**src/logic/csr_addr_pkg.sv**
```systemverilog
`default_nettype none

package csr_addr_pkg;

    typedef logic [13:0] csr_num_t;
    typedef logic [31:0] csr_data_t;

    localparam csr_num_t CSR_CRMD      = 14'd0;
    localparam csr_num_t CSR_PRMD      = 14'd1;
    localparam csr_num_t CSR_EUEN      = 14'd2;
    localparam csr_num_t CSR_ECTL      = 14'd4;
    localparam csr_num_t CSR_ESTAT     = 14'd5;
    localparam csr_num_t CSR_ERA       = 14'd6;
    localparam csr_num_t CSR_BADV      = 14'd7;
    localparam csr_num_t CSR_EENTRY    = 14'd12;
    localparam csr_num_t CSR_SAVE_BASE = 14'd48;  // save0 .. save3

    typedef enum logic [3:0] {
        SEL_CRMD,
        SEL_PRMD,
        SEL_EUEN,
        SEL_ECTL,
        SEL_ESTAT,
        SEL_ERA,
        SEL_BADV,
        SEL_EENTRY,
        SEL_SAVE,
        SEL_NONE
    } csr_sel_t;

    typedef struct packed {
        csr_sel_t   sel;
        logic [1:0] idx;  // save index, zero otherwise
    } csr_sel_word_t;

    localparam csr_data_t MASK_CRMD   = 32'h0000_01ff;
    localparam csr_data_t MASK_PRMD   = 32'h0000_0007;
    localparam csr_data_t MASK_EUEN   = 32'h0000_0001;
    localparam csr_data_t MASK_ECTL   = 32'h0000_1bff;  // bit 10 reserved
    localparam csr_data_t MASK_ESTAT  = 32'h0000_0003;  // sw interrupt bits only
    localparam csr_data_t MASK_ERA    = 32'hffff_ffff;
    localparam csr_data_t MASK_BADV   = 32'hffff_ffff;
    localparam csr_data_t MASK_EENTRY = 32'hffff_ffc0;  // 64 byte aligned
    localparam csr_data_t MASK_SAVE   = 32'hffff_ffff;

    localparam int CRMD_PLV_LSB       = 0;  // 2 bits
    localparam int CRMD_IE_BIT        = 2;
    localparam int CRMD_DA_BIT        = 3;
    localparam int PRMD_PPLV_LSB      = 0;  // 2 bits
    localparam int PRMD_PIE_BIT       = 2;
    localparam int ESTAT_IS_LSB       = 0;
    localparam int ESTAT_IS_W         = 13;
    localparam int ESTAT_HWI_LSB      = 2;  // hw lines land in is[9:2]
    localparam int ESTAT_ECODE_LSB    = 16;
    localparam int ESTAT_ESUBCODE_LSB = 22;
    localparam int ECTL_LIE_LSB       = 0;
    localparam int ECTL_LIE_W         = 13;

    typedef struct packed {
        logic          valid;
        csr_sel_word_t sel;
        csr_data_t     data;
        csr_data_t     mask;  // caller mask and writable mask combined
    } csr_wr_t;

endpackage

`default_nettype wire

```
**src/logic/trap_pkg.sv**
```systemverilog
`default_nettype none

package trap_pkg;

    localparam int N_SLOTS = 2;

    typedef logic [5:0] ecode_t;
    typedef logic [8:0] esubcode_t;

    localparam ecode_t ECODE_INT  = 6'h00;
    localparam ecode_t ECODE_PIL  = 6'h01;
    localparam ecode_t ECODE_PIS  = 6'h02;
    localparam ecode_t ECODE_PIF  = 6'h03;
    localparam ecode_t ECODE_PME  = 6'h04;
    localparam ecode_t ECODE_PPI  = 6'h07;
    localparam ecode_t ECODE_ADEF = 6'h08;
    localparam ecode_t ECODE_ADEM = 6'h08;  // same code as adef, told apart by esubcode
    localparam ecode_t ECODE_ALE  = 6'h09;
    localparam ecode_t ECODE_SYS  = 6'h0b;
    localparam ecode_t ECODE_BRK  = 6'h0c;

    typedef struct packed {
        logic        excp;
        logic        ertn;
        ecode_t      ecode;
        esubcode_t   esubcode;
        logic [31:0] pc;
        logic [31:0] bad_va;
    } trap_req_t;

    typedef enum logic [1:0] {
        TRAP_NONE,
        TRAP_INT,
        TRAP_EXCP,
        TRAP_ERTN
    } trap_kind_t;

    typedef struct packed {
        trap_kind_t  kind;
        ecode_t      ecode;
        esubcode_t   esubcode;
        logic [31:0] era;
        logic        badv_we;
        logic [31:0] bad_va;
        logic [1:0]  flush;  // 11 both slots, 01 slot 0 only
    } trap_commit_t;

endpackage

`default_nettype wire

```
**src/logic/csr_access.sv**
```systemverilog
`default_nettype none

module csr_access #(
    parameter int N_SAVE = 4
) (
    input  csr_addr_pkg::csr_num_t      rd_num_i,
    input  logic                        wr_en_i,
    input  csr_addr_pkg::csr_num_t      wr_num_i,
    input  csr_addr_pkg::csr_data_t     wr_data_i,
    input  csr_addr_pkg::csr_data_t     wr_mask_i,
    output csr_addr_pkg::csr_sel_word_t rd_sel_o,
    output csr_addr_pkg::csr_wr_t       wr_o
);
    import csr_addr_pkg::*;

    csr_sel_word_t wr_sel;

    function automatic csr_sel_word_t decode(input csr_num_t num);
        csr_sel_word_t res;
        csr_num_t      offs;
        offs = num - CSR_SAVE_BASE;
        res.idx = offs[1:0];
        case (num)
            CSR_CRMD:   res.sel = SEL_CRMD;
            CSR_PRMD:   res.sel = SEL_PRMD;
            CSR_EUEN:   res.sel = SEL_EUEN;
            CSR_ECTL:   res.sel = SEL_ECTL;
            CSR_ESTAT:  res.sel = SEL_ESTAT;
            CSR_ERA:    res.sel = SEL_ERA;
            CSR_BADV:   res.sel = SEL_BADV;
            CSR_EENTRY: res.sel = SEL_EENTRY;
            default: begin
                // below the base offs wraps to a large value
                res.sel = (offs < csr_num_t'(N_SAVE)) ? SEL_SAVE : SEL_NONE;
            end
        endcase
        if (res.sel != SEL_SAVE) begin
            res.idx = '0;
        end
        return res;
    endfunction

    function automatic csr_data_t writable(input csr_sel_t sel);
        csr_data_t m;
        case (sel)
            SEL_CRMD:   m = MASK_CRMD;
            SEL_PRMD:   m = MASK_PRMD;
            SEL_EUEN:   m = MASK_EUEN;
            SEL_ECTL:   m = MASK_ECTL;
            SEL_ESTAT:  m = MASK_ESTAT;
            SEL_ERA:    m = MASK_ERA;
            SEL_BADV:   m = MASK_BADV;
            SEL_EENTRY: m = MASK_EENTRY;
            SEL_SAVE:   m = MASK_SAVE;
            default:    m = '0;
        endcase
        return m;
    endfunction

    assign rd_sel_o = decode(rd_num_i);
    assign wr_sel   = decode(wr_num_i);

    always_comb begin
        wr_o.valid = wr_en_i && (wr_sel.sel != SEL_NONE);  // unknown numbers dropped
        wr_o.sel   = wr_sel;
        wr_o.data  = wr_data_i;
        wr_o.mask  = wr_mask_i & writable(wr_sel.sel);
    end

endmodule

`default_nettype wire

```
**src/logic/trap_arbiter.sv**
```systemverilog
`default_nettype none

module trap_arbiter (
    input  logic                                           clk,
    input  logic                                           rst_n,
    input  trap_pkg::trap_req_t [trap_pkg::N_SLOTS-1:0]    slot_i,
    input  logic                                           int_pending_i,
    input  csr_addr_pkg::csr_data_t                        era_i,
    output trap_pkg::trap_commit_t                         commit_o
);
    import trap_pkg::*;

    logic [N_SLOTS-1:0] both_req;

    always_comb begin
        logic found;
        commit_o      = '0;
        commit_o.kind = TRAP_NONE;
        commit_o.era  = era_i;  // ertn and idle keep era
        found         = int_pending_i;

        if (int_pending_i) begin
            commit_o.kind     = TRAP_INT;
            commit_o.ecode    = ECODE_INT;
            commit_o.esubcode = '0;
            commit_o.era      = slot_i[N_SLOTS-1].pc;  // older slot resumes
            commit_o.flush    = 2'b11;
        end

        // oldest slot first and exception ahead of ertn within a slot
        for (int s = N_SLOTS - 1; s >= 0; s--) begin
            if (!found && slot_i[s].excp) begin
                commit_o.kind     = TRAP_EXCP;
                commit_o.ecode    = slot_i[s].ecode;
                commit_o.esubcode = slot_i[s].esubcode;
                commit_o.era      = slot_i[s].pc;
                commit_o.bad_va   = slot_i[s].bad_va;
                commit_o.flush    = (s == N_SLOTS - 1) ? 2'b11 : 2'b01;
                found             = 1'b1;
            end else if (!found && slot_i[s].ertn) begin
                commit_o.kind  = TRAP_ERTN;
                commit_o.flush = (s == N_SLOTS - 1) ? 2'b11 : 2'b01;
                found          = 1'b1;
            end
        end

        commit_o.badv_we = (commit_o.kind == TRAP_EXCP) &&
                           (commit_o.ecode inside {ECODE_ADEF, ECODE_ADEM, ECODE_ALE,
                                                   ECODE_PIL, ECODE_PIS, ECODE_PIF,
                                                   ECODE_PME, ECODE_PPI});
    end

    always_comb begin
        for (int s = 0; s < N_SLOTS; s++) begin
            both_req[s] = slot_i[s].excp && slot_i[s].ertn;
        end
    end

    // a slot retires at most one of exception and ertn
    a_slot_single: assert property (@(posedge clk) disable iff (!rst_n)
        both_req == '0)
        else $error("trap_arbiter: slot with both excp and ertn %b", both_req);

endmodule

`default_nettype wire

```
**src/logic/csr_regfile.sv**
```systemverilog
`default_nettype none

module csr_regfile #(
    parameter int N_SAVE = 4
) (
    input  logic                        clk,
    input  logic                        rst_n,
    input  csr_addr_pkg::csr_wr_t       wr_i,
    input  csr_addr_pkg::csr_sel_word_t rd_sel_i,
    input  trap_pkg::trap_commit_t      commit_i,
    input  logic [7:0]                  int_i,
    output csr_addr_pkg::csr_data_t     rd_data_o,
    output logic                        int_pending_o,
    output csr_addr_pkg::csr_data_t     era_o,
    output logic                        redirect_o,
    output csr_addr_pkg::csr_data_t     redirect_addr_o,
    output logic [1:0]                  flush_o
);
    import csr_addr_pkg::*;
    import trap_pkg::*;

    csr_data_t crmd_q;
    csr_data_t prmd_q;
    csr_data_t euen_q;
    csr_data_t ectl_q;
    csr_data_t estat_q;
    csr_data_t era_q;
    csr_data_t badv_q;
    csr_data_t eentry_q;
    csr_data_t save_q [N_SAVE];

    logic sw_we;
    logic entry;
    logic ertn;

    function automatic csr_data_t merge(input csr_data_t old, input csr_wr_t wr);
        return (old & ~wr.mask) | (wr.data & wr.mask);
    endfunction

    assign sw_we = wr_i.valid && (commit_i.kind == TRAP_NONE);  // trap wins over sw write
    assign entry = (commit_i.kind == TRAP_INT) || (commit_i.kind == TRAP_EXCP);
    assign ertn  = commit_i.kind == TRAP_ERTN;

    always_ff @(posedge clk) begin
        if (!rst_n) begin
            crmd_q              <= '0;
            crmd_q[CRMD_DA_BIT] <= 1'b1;
            prmd_q              <= '0;
            euen_q              <= '0;
            ectl_q              <= '0;
            estat_q             <= '0;
            era_q               <= '0;
            badv_q              <= '0;
            eentry_q            <= '0;
            for (int i = 0; i < N_SAVE; i++) begin
                save_q[i] <= '0;
            end
        end else begin
            if (sw_we) begin
                case (wr_i.sel.sel)
                    SEL_CRMD:   crmd_q   <= merge(crmd_q, wr_i);
                    SEL_PRMD:   prmd_q   <= merge(prmd_q, wr_i);
                    SEL_EUEN:   euen_q   <= merge(euen_q, wr_i);
                    SEL_ECTL:   ectl_q   <= merge(ectl_q, wr_i);
                    SEL_ESTAT:  estat_q  <= merge(estat_q, wr_i);
                    SEL_ERA:    era_q    <= merge(era_q, wr_i);
                    SEL_BADV:   badv_q   <= merge(badv_q, wr_i);
                    SEL_EENTRY: eentry_q <= merge(eentry_q, wr_i);
                    SEL_SAVE:   save_q[wr_i.sel.idx] <= merge(save_q[wr_i.sel.idx], wr_i);
                    default:    ;
                endcase
            end
            if (entry) begin
                prmd_q[PRMD_PPLV_LSB +: 2] <= crmd_q[CRMD_PLV_LSB +: 2];
                prmd_q[PRMD_PIE_BIT]       <= crmd_q[CRMD_IE_BIT];
                crmd_q[CRMD_PLV_LSB +: 2]  <= 2'b00;  // kernel with interrupts off
                crmd_q[CRMD_IE_BIT]        <= 1'b0;
                era_q                      <= commit_i.era;
                estat_q[ESTAT_ECODE_LSB +: $bits(ecode_t)]       <= commit_i.ecode;
                estat_q[ESTAT_ESUBCODE_LSB +: $bits(esubcode_t)] <= commit_i.esubcode;
                if (commit_i.badv_we) begin
                    badv_q <= commit_i.bad_va;
                end
            end
            if (ertn) begin
                crmd_q[CRMD_PLV_LSB +: 2] <= prmd_q[PRMD_PPLV_LSB +: 2];
                crmd_q[CRMD_IE_BIT]       <= prmd_q[PRMD_PIE_BIT];
            end
            estat_q[ESTAT_HWI_LSB +: 8] <= int_i;  // sampled every cycle
        end
    end

    always_comb begin
        case (rd_sel_i.sel)
            SEL_CRMD:   rd_data_o = crmd_q;
            SEL_PRMD:   rd_data_o = prmd_q;
            SEL_EUEN:   rd_data_o = euen_q;
            SEL_ECTL:   rd_data_o = ectl_q;
            SEL_ESTAT:  rd_data_o = estat_q;
            SEL_ERA:    rd_data_o = era_q;
            SEL_BADV:   rd_data_o = badv_q;
            SEL_EENTRY: rd_data_o = eentry_q;
            SEL_SAVE:   rd_data_o = save_q[rd_sel_i.idx];
            default:    rd_data_o = '0;
        endcase
    end

    assign int_pending_o = (|(estat_q[ESTAT_IS_LSB +: ESTAT_IS_W] &
                              ectl_q[ECTL_LIE_LSB +: ECTL_LIE_W])) && crmd_q[CRMD_IE_BIT];

    assign era_o           = era_q;
    assign redirect_o      = commit_i.kind != TRAP_NONE;
    assign redirect_addr_o = ertn ? era_q : eentry_q;
    assign flush_o         = commit_i.flush;

    a_redirect_flush: assert property (@(posedge clk) disable iff (!rst_n)
        redirect_o |-> (flush_o != 2'b00))
        else $error("csr_regfile: redirect without flush");

    // interrupt commits only while one is pending here
    a_int_pending: assert property (@(posedge clk) disable iff (!rst_n)
        (commit_i.kind == TRAP_INT) |-> int_pending_o)
        else $error("csr_regfile: interrupt commit without a pending interrupt");

endmodule

`default_nettype wire

```
**src/logic/csr_top.sv**
```systemverilog
`default_nettype none

module csr_top #(
    parameter int N_SAVE = 4
) (
    input  logic                                           clk,
    input  logic                                           rst_n,
    input  csr_addr_pkg::csr_num_t                         rd_num_i,
    output csr_addr_pkg::csr_data_t                        rd_data_o,
    input  logic                                           wr_en_i,
    input  csr_addr_pkg::csr_num_t                         wr_num_i,
    input  csr_addr_pkg::csr_data_t                        wr_data_i,
    input  csr_addr_pkg::csr_data_t                        wr_mask_i,
    input  trap_pkg::trap_req_t [trap_pkg::N_SLOTS-1:0]    slot_i,
    input  logic [7:0]                                     int_i,
    output logic                                           redirect_o,
    output csr_addr_pkg::csr_data_t                        redirect_addr_o,
    output logic [1:0]                                     flush_o
);
    import csr_addr_pkg::*;
    import trap_pkg::*;

    csr_wr_t       wr;
    csr_sel_word_t rd_sel;
    trap_commit_t  commit;
    logic          int_pending;
    csr_data_t     era;

    csr_access #(
        .N_SAVE    (N_SAVE)
    ) u_access (
        .rd_num_i  (rd_num_i),
        .wr_en_i   (wr_en_i),
        .wr_num_i  (wr_num_i),
        .wr_data_i (wr_data_i),
        .wr_mask_i (wr_mask_i),
        .rd_sel_o  (rd_sel),
        .wr_o      (wr)
    );

    trap_arbiter u_arbiter (
        .clk           (clk),
        .rst_n         (rst_n),
        .slot_i        (slot_i),
        .int_pending_i (int_pending),
        .era_i         (era),
        .commit_o      (commit)
    );

    csr_regfile #(
        .N_SAVE          (N_SAVE)
    ) u_regfile (
        .clk             (clk),
        .rst_n           (rst_n),
        .wr_i            (wr),
        .rd_sel_i        (rd_sel),
        .commit_i        (commit),
        .int_i           (int_i),
        .rd_data_o       (rd_data_o),
        .int_pending_o   (int_pending),
        .era_o           (era),
        .redirect_o      (redirect_o),
        .redirect_addr_o (redirect_addr_o),
        .flush_o         (flush_o)
    );

endmodule

`default_nettype wire

```
**config.mk**
```make
export PLATFORM = sky130hd
export DESIGN_NAME = csr_top
export DESIGN_NICKNAME = d
export VERILOG_FILES = /design/src/logic/csr_addr_pkg.sv /design/src/logic/trap_pkg.sv /design/src/logic/csr_access.sv /design/src/logic/trap_arbiter.sv /design/src/logic/csr_regfile.sv /design/src/logic/csr_top.sv
export SDC_FILE = /design/constraint.sdc
export NUM_CORES = 1
export LEC_CHECK = 0
export ABC_AREA = 1
export BUFFER_PORTS_ARGS = -buffer_cell sky130_fd_sc_hd__buf_4
export CAP_MARGIN = 5
export CORE_AREA = 2 2 246 199
export DETAILED_ROUTE_END_ITERATION = 7
export DIE_AREA = 0 0 248 201
export PLACE_DENSITY = 0.65
export REMOVE_ABC_BUFFERS = 1
export SKIP_CTS_REPAIR_TIMING = 1
export SYNTH_ARGS = -nofsm -noshare
export SYNTH_HDL_FRONTEND = slang
export SYNTH_SLANG_ARGS = --single-unit
```
**constraint.sdc**
```tcl
create_clock -name clk -period 12.6 [get_ports clk]
set_clock_uncertainty 0.2 [all_clocks]
set_input_delay 0.63 -clock clk [delete_from_list [all_inputs] [get_ports clk]]
set_output_delay 0.63 -clock clk [all_outputs]
set_load 0.03 [all_outputs]
```
==> impl_metrics.toml <==
[power_and_ir_drop]
combPwrFrac = 0.112
intPower_mw = 2.18
switchingPower_uw = 771
p_seq_frac = 0.452
power.total_mw = 2.95
cellLeakagePower_nw = 11.1
switching_share = 0.261
power_density_nw_per_um2 = 116
clkPwrFrac = 0.436
vdd_drop_max_v = 0.0000755

[placed_design]
hpwlAfterDp_um = 54000
routabilityCongestion = 0.901
io_buffer_count = 331

[routing]
drc_errors = 0
wl_per_cell_um = 22.1
first_iter_violations = 2839
antenna_left = 0
num_vias = 22400
drt-total-wl_um = 84800
first_pass_iters = 7
viasPerCell = 5.86

[sta]
hold_violations = 0
slew_headroom = 0.139
final_max_slew_viol_count = 0
worstMarginPinSlew_ns = 1.28
layout_worst_path_cycle_share = 0.573
period_minus_slack_ns = 7.22
tns_ns = 0
rsz0062_at_grt = "no"
max_freq_mhz = 138
finalSetupViolations = 0

[cells_and_area]
finalNetCount = 3440
fillers = 4546
area_growth_pct = 20.0
drive_above_1_share = 0.158

[grt]
use_met2 = 0.533
grt_pass1_wl_um = 126000
grt-ovfl-total = 0
antenna_found_initial = 1
use_met3 = 0.0615
grt_usage = 0.332
grt_max_degree = 125
first_global_vias = 21200
use_met1 = 0.445
busiest_layer = "met2"

[logic_synthesis]
synthFlopType = "dfxtp_1"
syn-cell-area_um2 = 21100
synth_area_leaders = "dfxtp_1, edfxtp_1, nand2_1"
synth_top_cell_by_area = "dfxtp_1"
synthArstFlopShare = 0
synth_edf_count = 128
ys.warnings.count = 0
ys_ff_latch = 384
synthTopCellsByCount = "nand2_1, inv_1, nor2_1"
syn_avg_cell_area_um2 = 7.15
synth_seq_area_share = 0.425
yosysUniqueCellTypes = 46
synth_cells = 2952
yosysMostFrequentCell = "nand2_1"
netlist.area_leader.share = 0.243

[clock_tree]
clk_path_buf_depth = 3
cts.sinks = 384
clk_pin_slew_worst_paths_ns = 0.07
tritoncts = "done"
cts_buffers = 42
cts-root-buf = "clkbuf_16"
clock_latency_ns = 0.57
htree_levels = 2

[setup_path]
worst_ep_required_time_ns = 11.77
start_kind = "input port"
arrival_ns = 6.39
cp_max_fo = 68
critPathCaptureType = "output pin"
crit_type = "in2out"

[outcome]
outcome = "finished, final reports clean"

[floorplanning]
io_pins = 332
start_util = 0.443
die_w_um = 248
die_height_um = 201
die-area_um2 = 49800
core_um2 = 47700
num_rows = 72

[min_path]
hold_path_class = "in2reg"

[flow_run]
cap_violations = 0
## area by class of cell
type | instances | area (um2) | share of cell area
well taps | 629 | 787 | 0.0311
clock inverters | 21 | 216 | 0.00854
repair buffers | 359 | 2700 | 0.107
flip-flops and latches | 384 | 8970 | 0.354
multi-input cells | 1993 | 10000 | 0.396
clock buffers | 56 | 1180 | 0.0465
inverters | 385 | 1450 | 0.0572
diodes | 1 | 2.50 | 0.0000988
## layer usage
metal	up-vias	wire, um
met3	186	8530
met2	1274	38800
met5	-	0
met4	0	2810
li1	10400	-
met1	10600	34600
## per-stage QoR
stage | hold WS [ns] | std cells | setup slack (ns) | utilization | instance area, um2
floorplan | 0.207 | 2762 | 6.18 | - | 20300
global placement | 0.213 | 3750 | 5.77 | 0.502 | 23900
detailed placement | 0.217 | 3750 | 5.61 | 0.502 | 23900
CTS | 0.0167 | 3827 | 5.62 | 0.532 | 25300
global route | 0.0327 | 3828 | 5.18 | 0.532 | 25300
finish | 0.0372 | 3828 | 5.38 | 0.532 | 25300
## kinds of logic after synthesis
kind of cell / synth area share
AND/OR/NAND/NOR: 0.244
AO/OA/AOI/OAI: 0.219
buffers and inverters: 0.106
flip-flops: 0.425
adder cells (fa/ha/maj): 0.00592
multiplexers: 0.000474
## worst paths after layout
check	cells after the start	end	slack, ns	startpoint
min reg2reg	2	register	0.23	register
min	3	u_regfile.estat_q[8]$_SDFF_PN0_	0.04	int_i[6]
max	14	rd_data_o[23]	5.38	rd_num_i[1]
max reg2reg	17	u_regfile.save_q[2][5]$_SDFFCE_PN0P_	6.97	register
## cells in the final DEF (no fill, tap or decap), drive strengths merged, types with 4 or more instances in the layout
master    n
a211oi   11
a21oi   226
a22o      7
a22oi    97
a311oi   14
a31oi    27
buf     359
bufinv    4
clkbuf   56
clkinv   16
dfxtp   256
edfxtp  128
ha       10
inv     383
nand2   553
nand3    91
nand4    70
nor2    342
nor3    142
o211a    20
o211ai   16
o21ai   304
o21bai    4
o221ai   39
o31ai     7
## worst max-delay path: stages
cell      delay, ns
buf_4          0.60
nand2_2        0.69
inv_2          0.20
a21oi_1        0.11
o21ai_0        0.09
nand2_1        0.20
inv_2          0.72
o21bai_2       0.22
nand2_2        0.77
nand3_2        1.15
o21ai_0        0.61
nor2_1         0.08
nand3_1        0.09
buf_4          0.16
## power groups by stage
| stage | logic, mW | clock network, mW | registers (mW) |
|---|---|---|---|
| CTS | 0.327 | 1.29 | 1.33 |
| detailed placement | 0.326 | 0 | 1.36 |
| global placement | 0.321 | 0 | 1.36 |
| global route | 0.359 | 1.34 | 1.34 |
| floorplan | 0.158 | 0 | 1.36 |
| finish | 0.331 | 1.28 | 1.33 |
(Power assumes the default switching activity.)
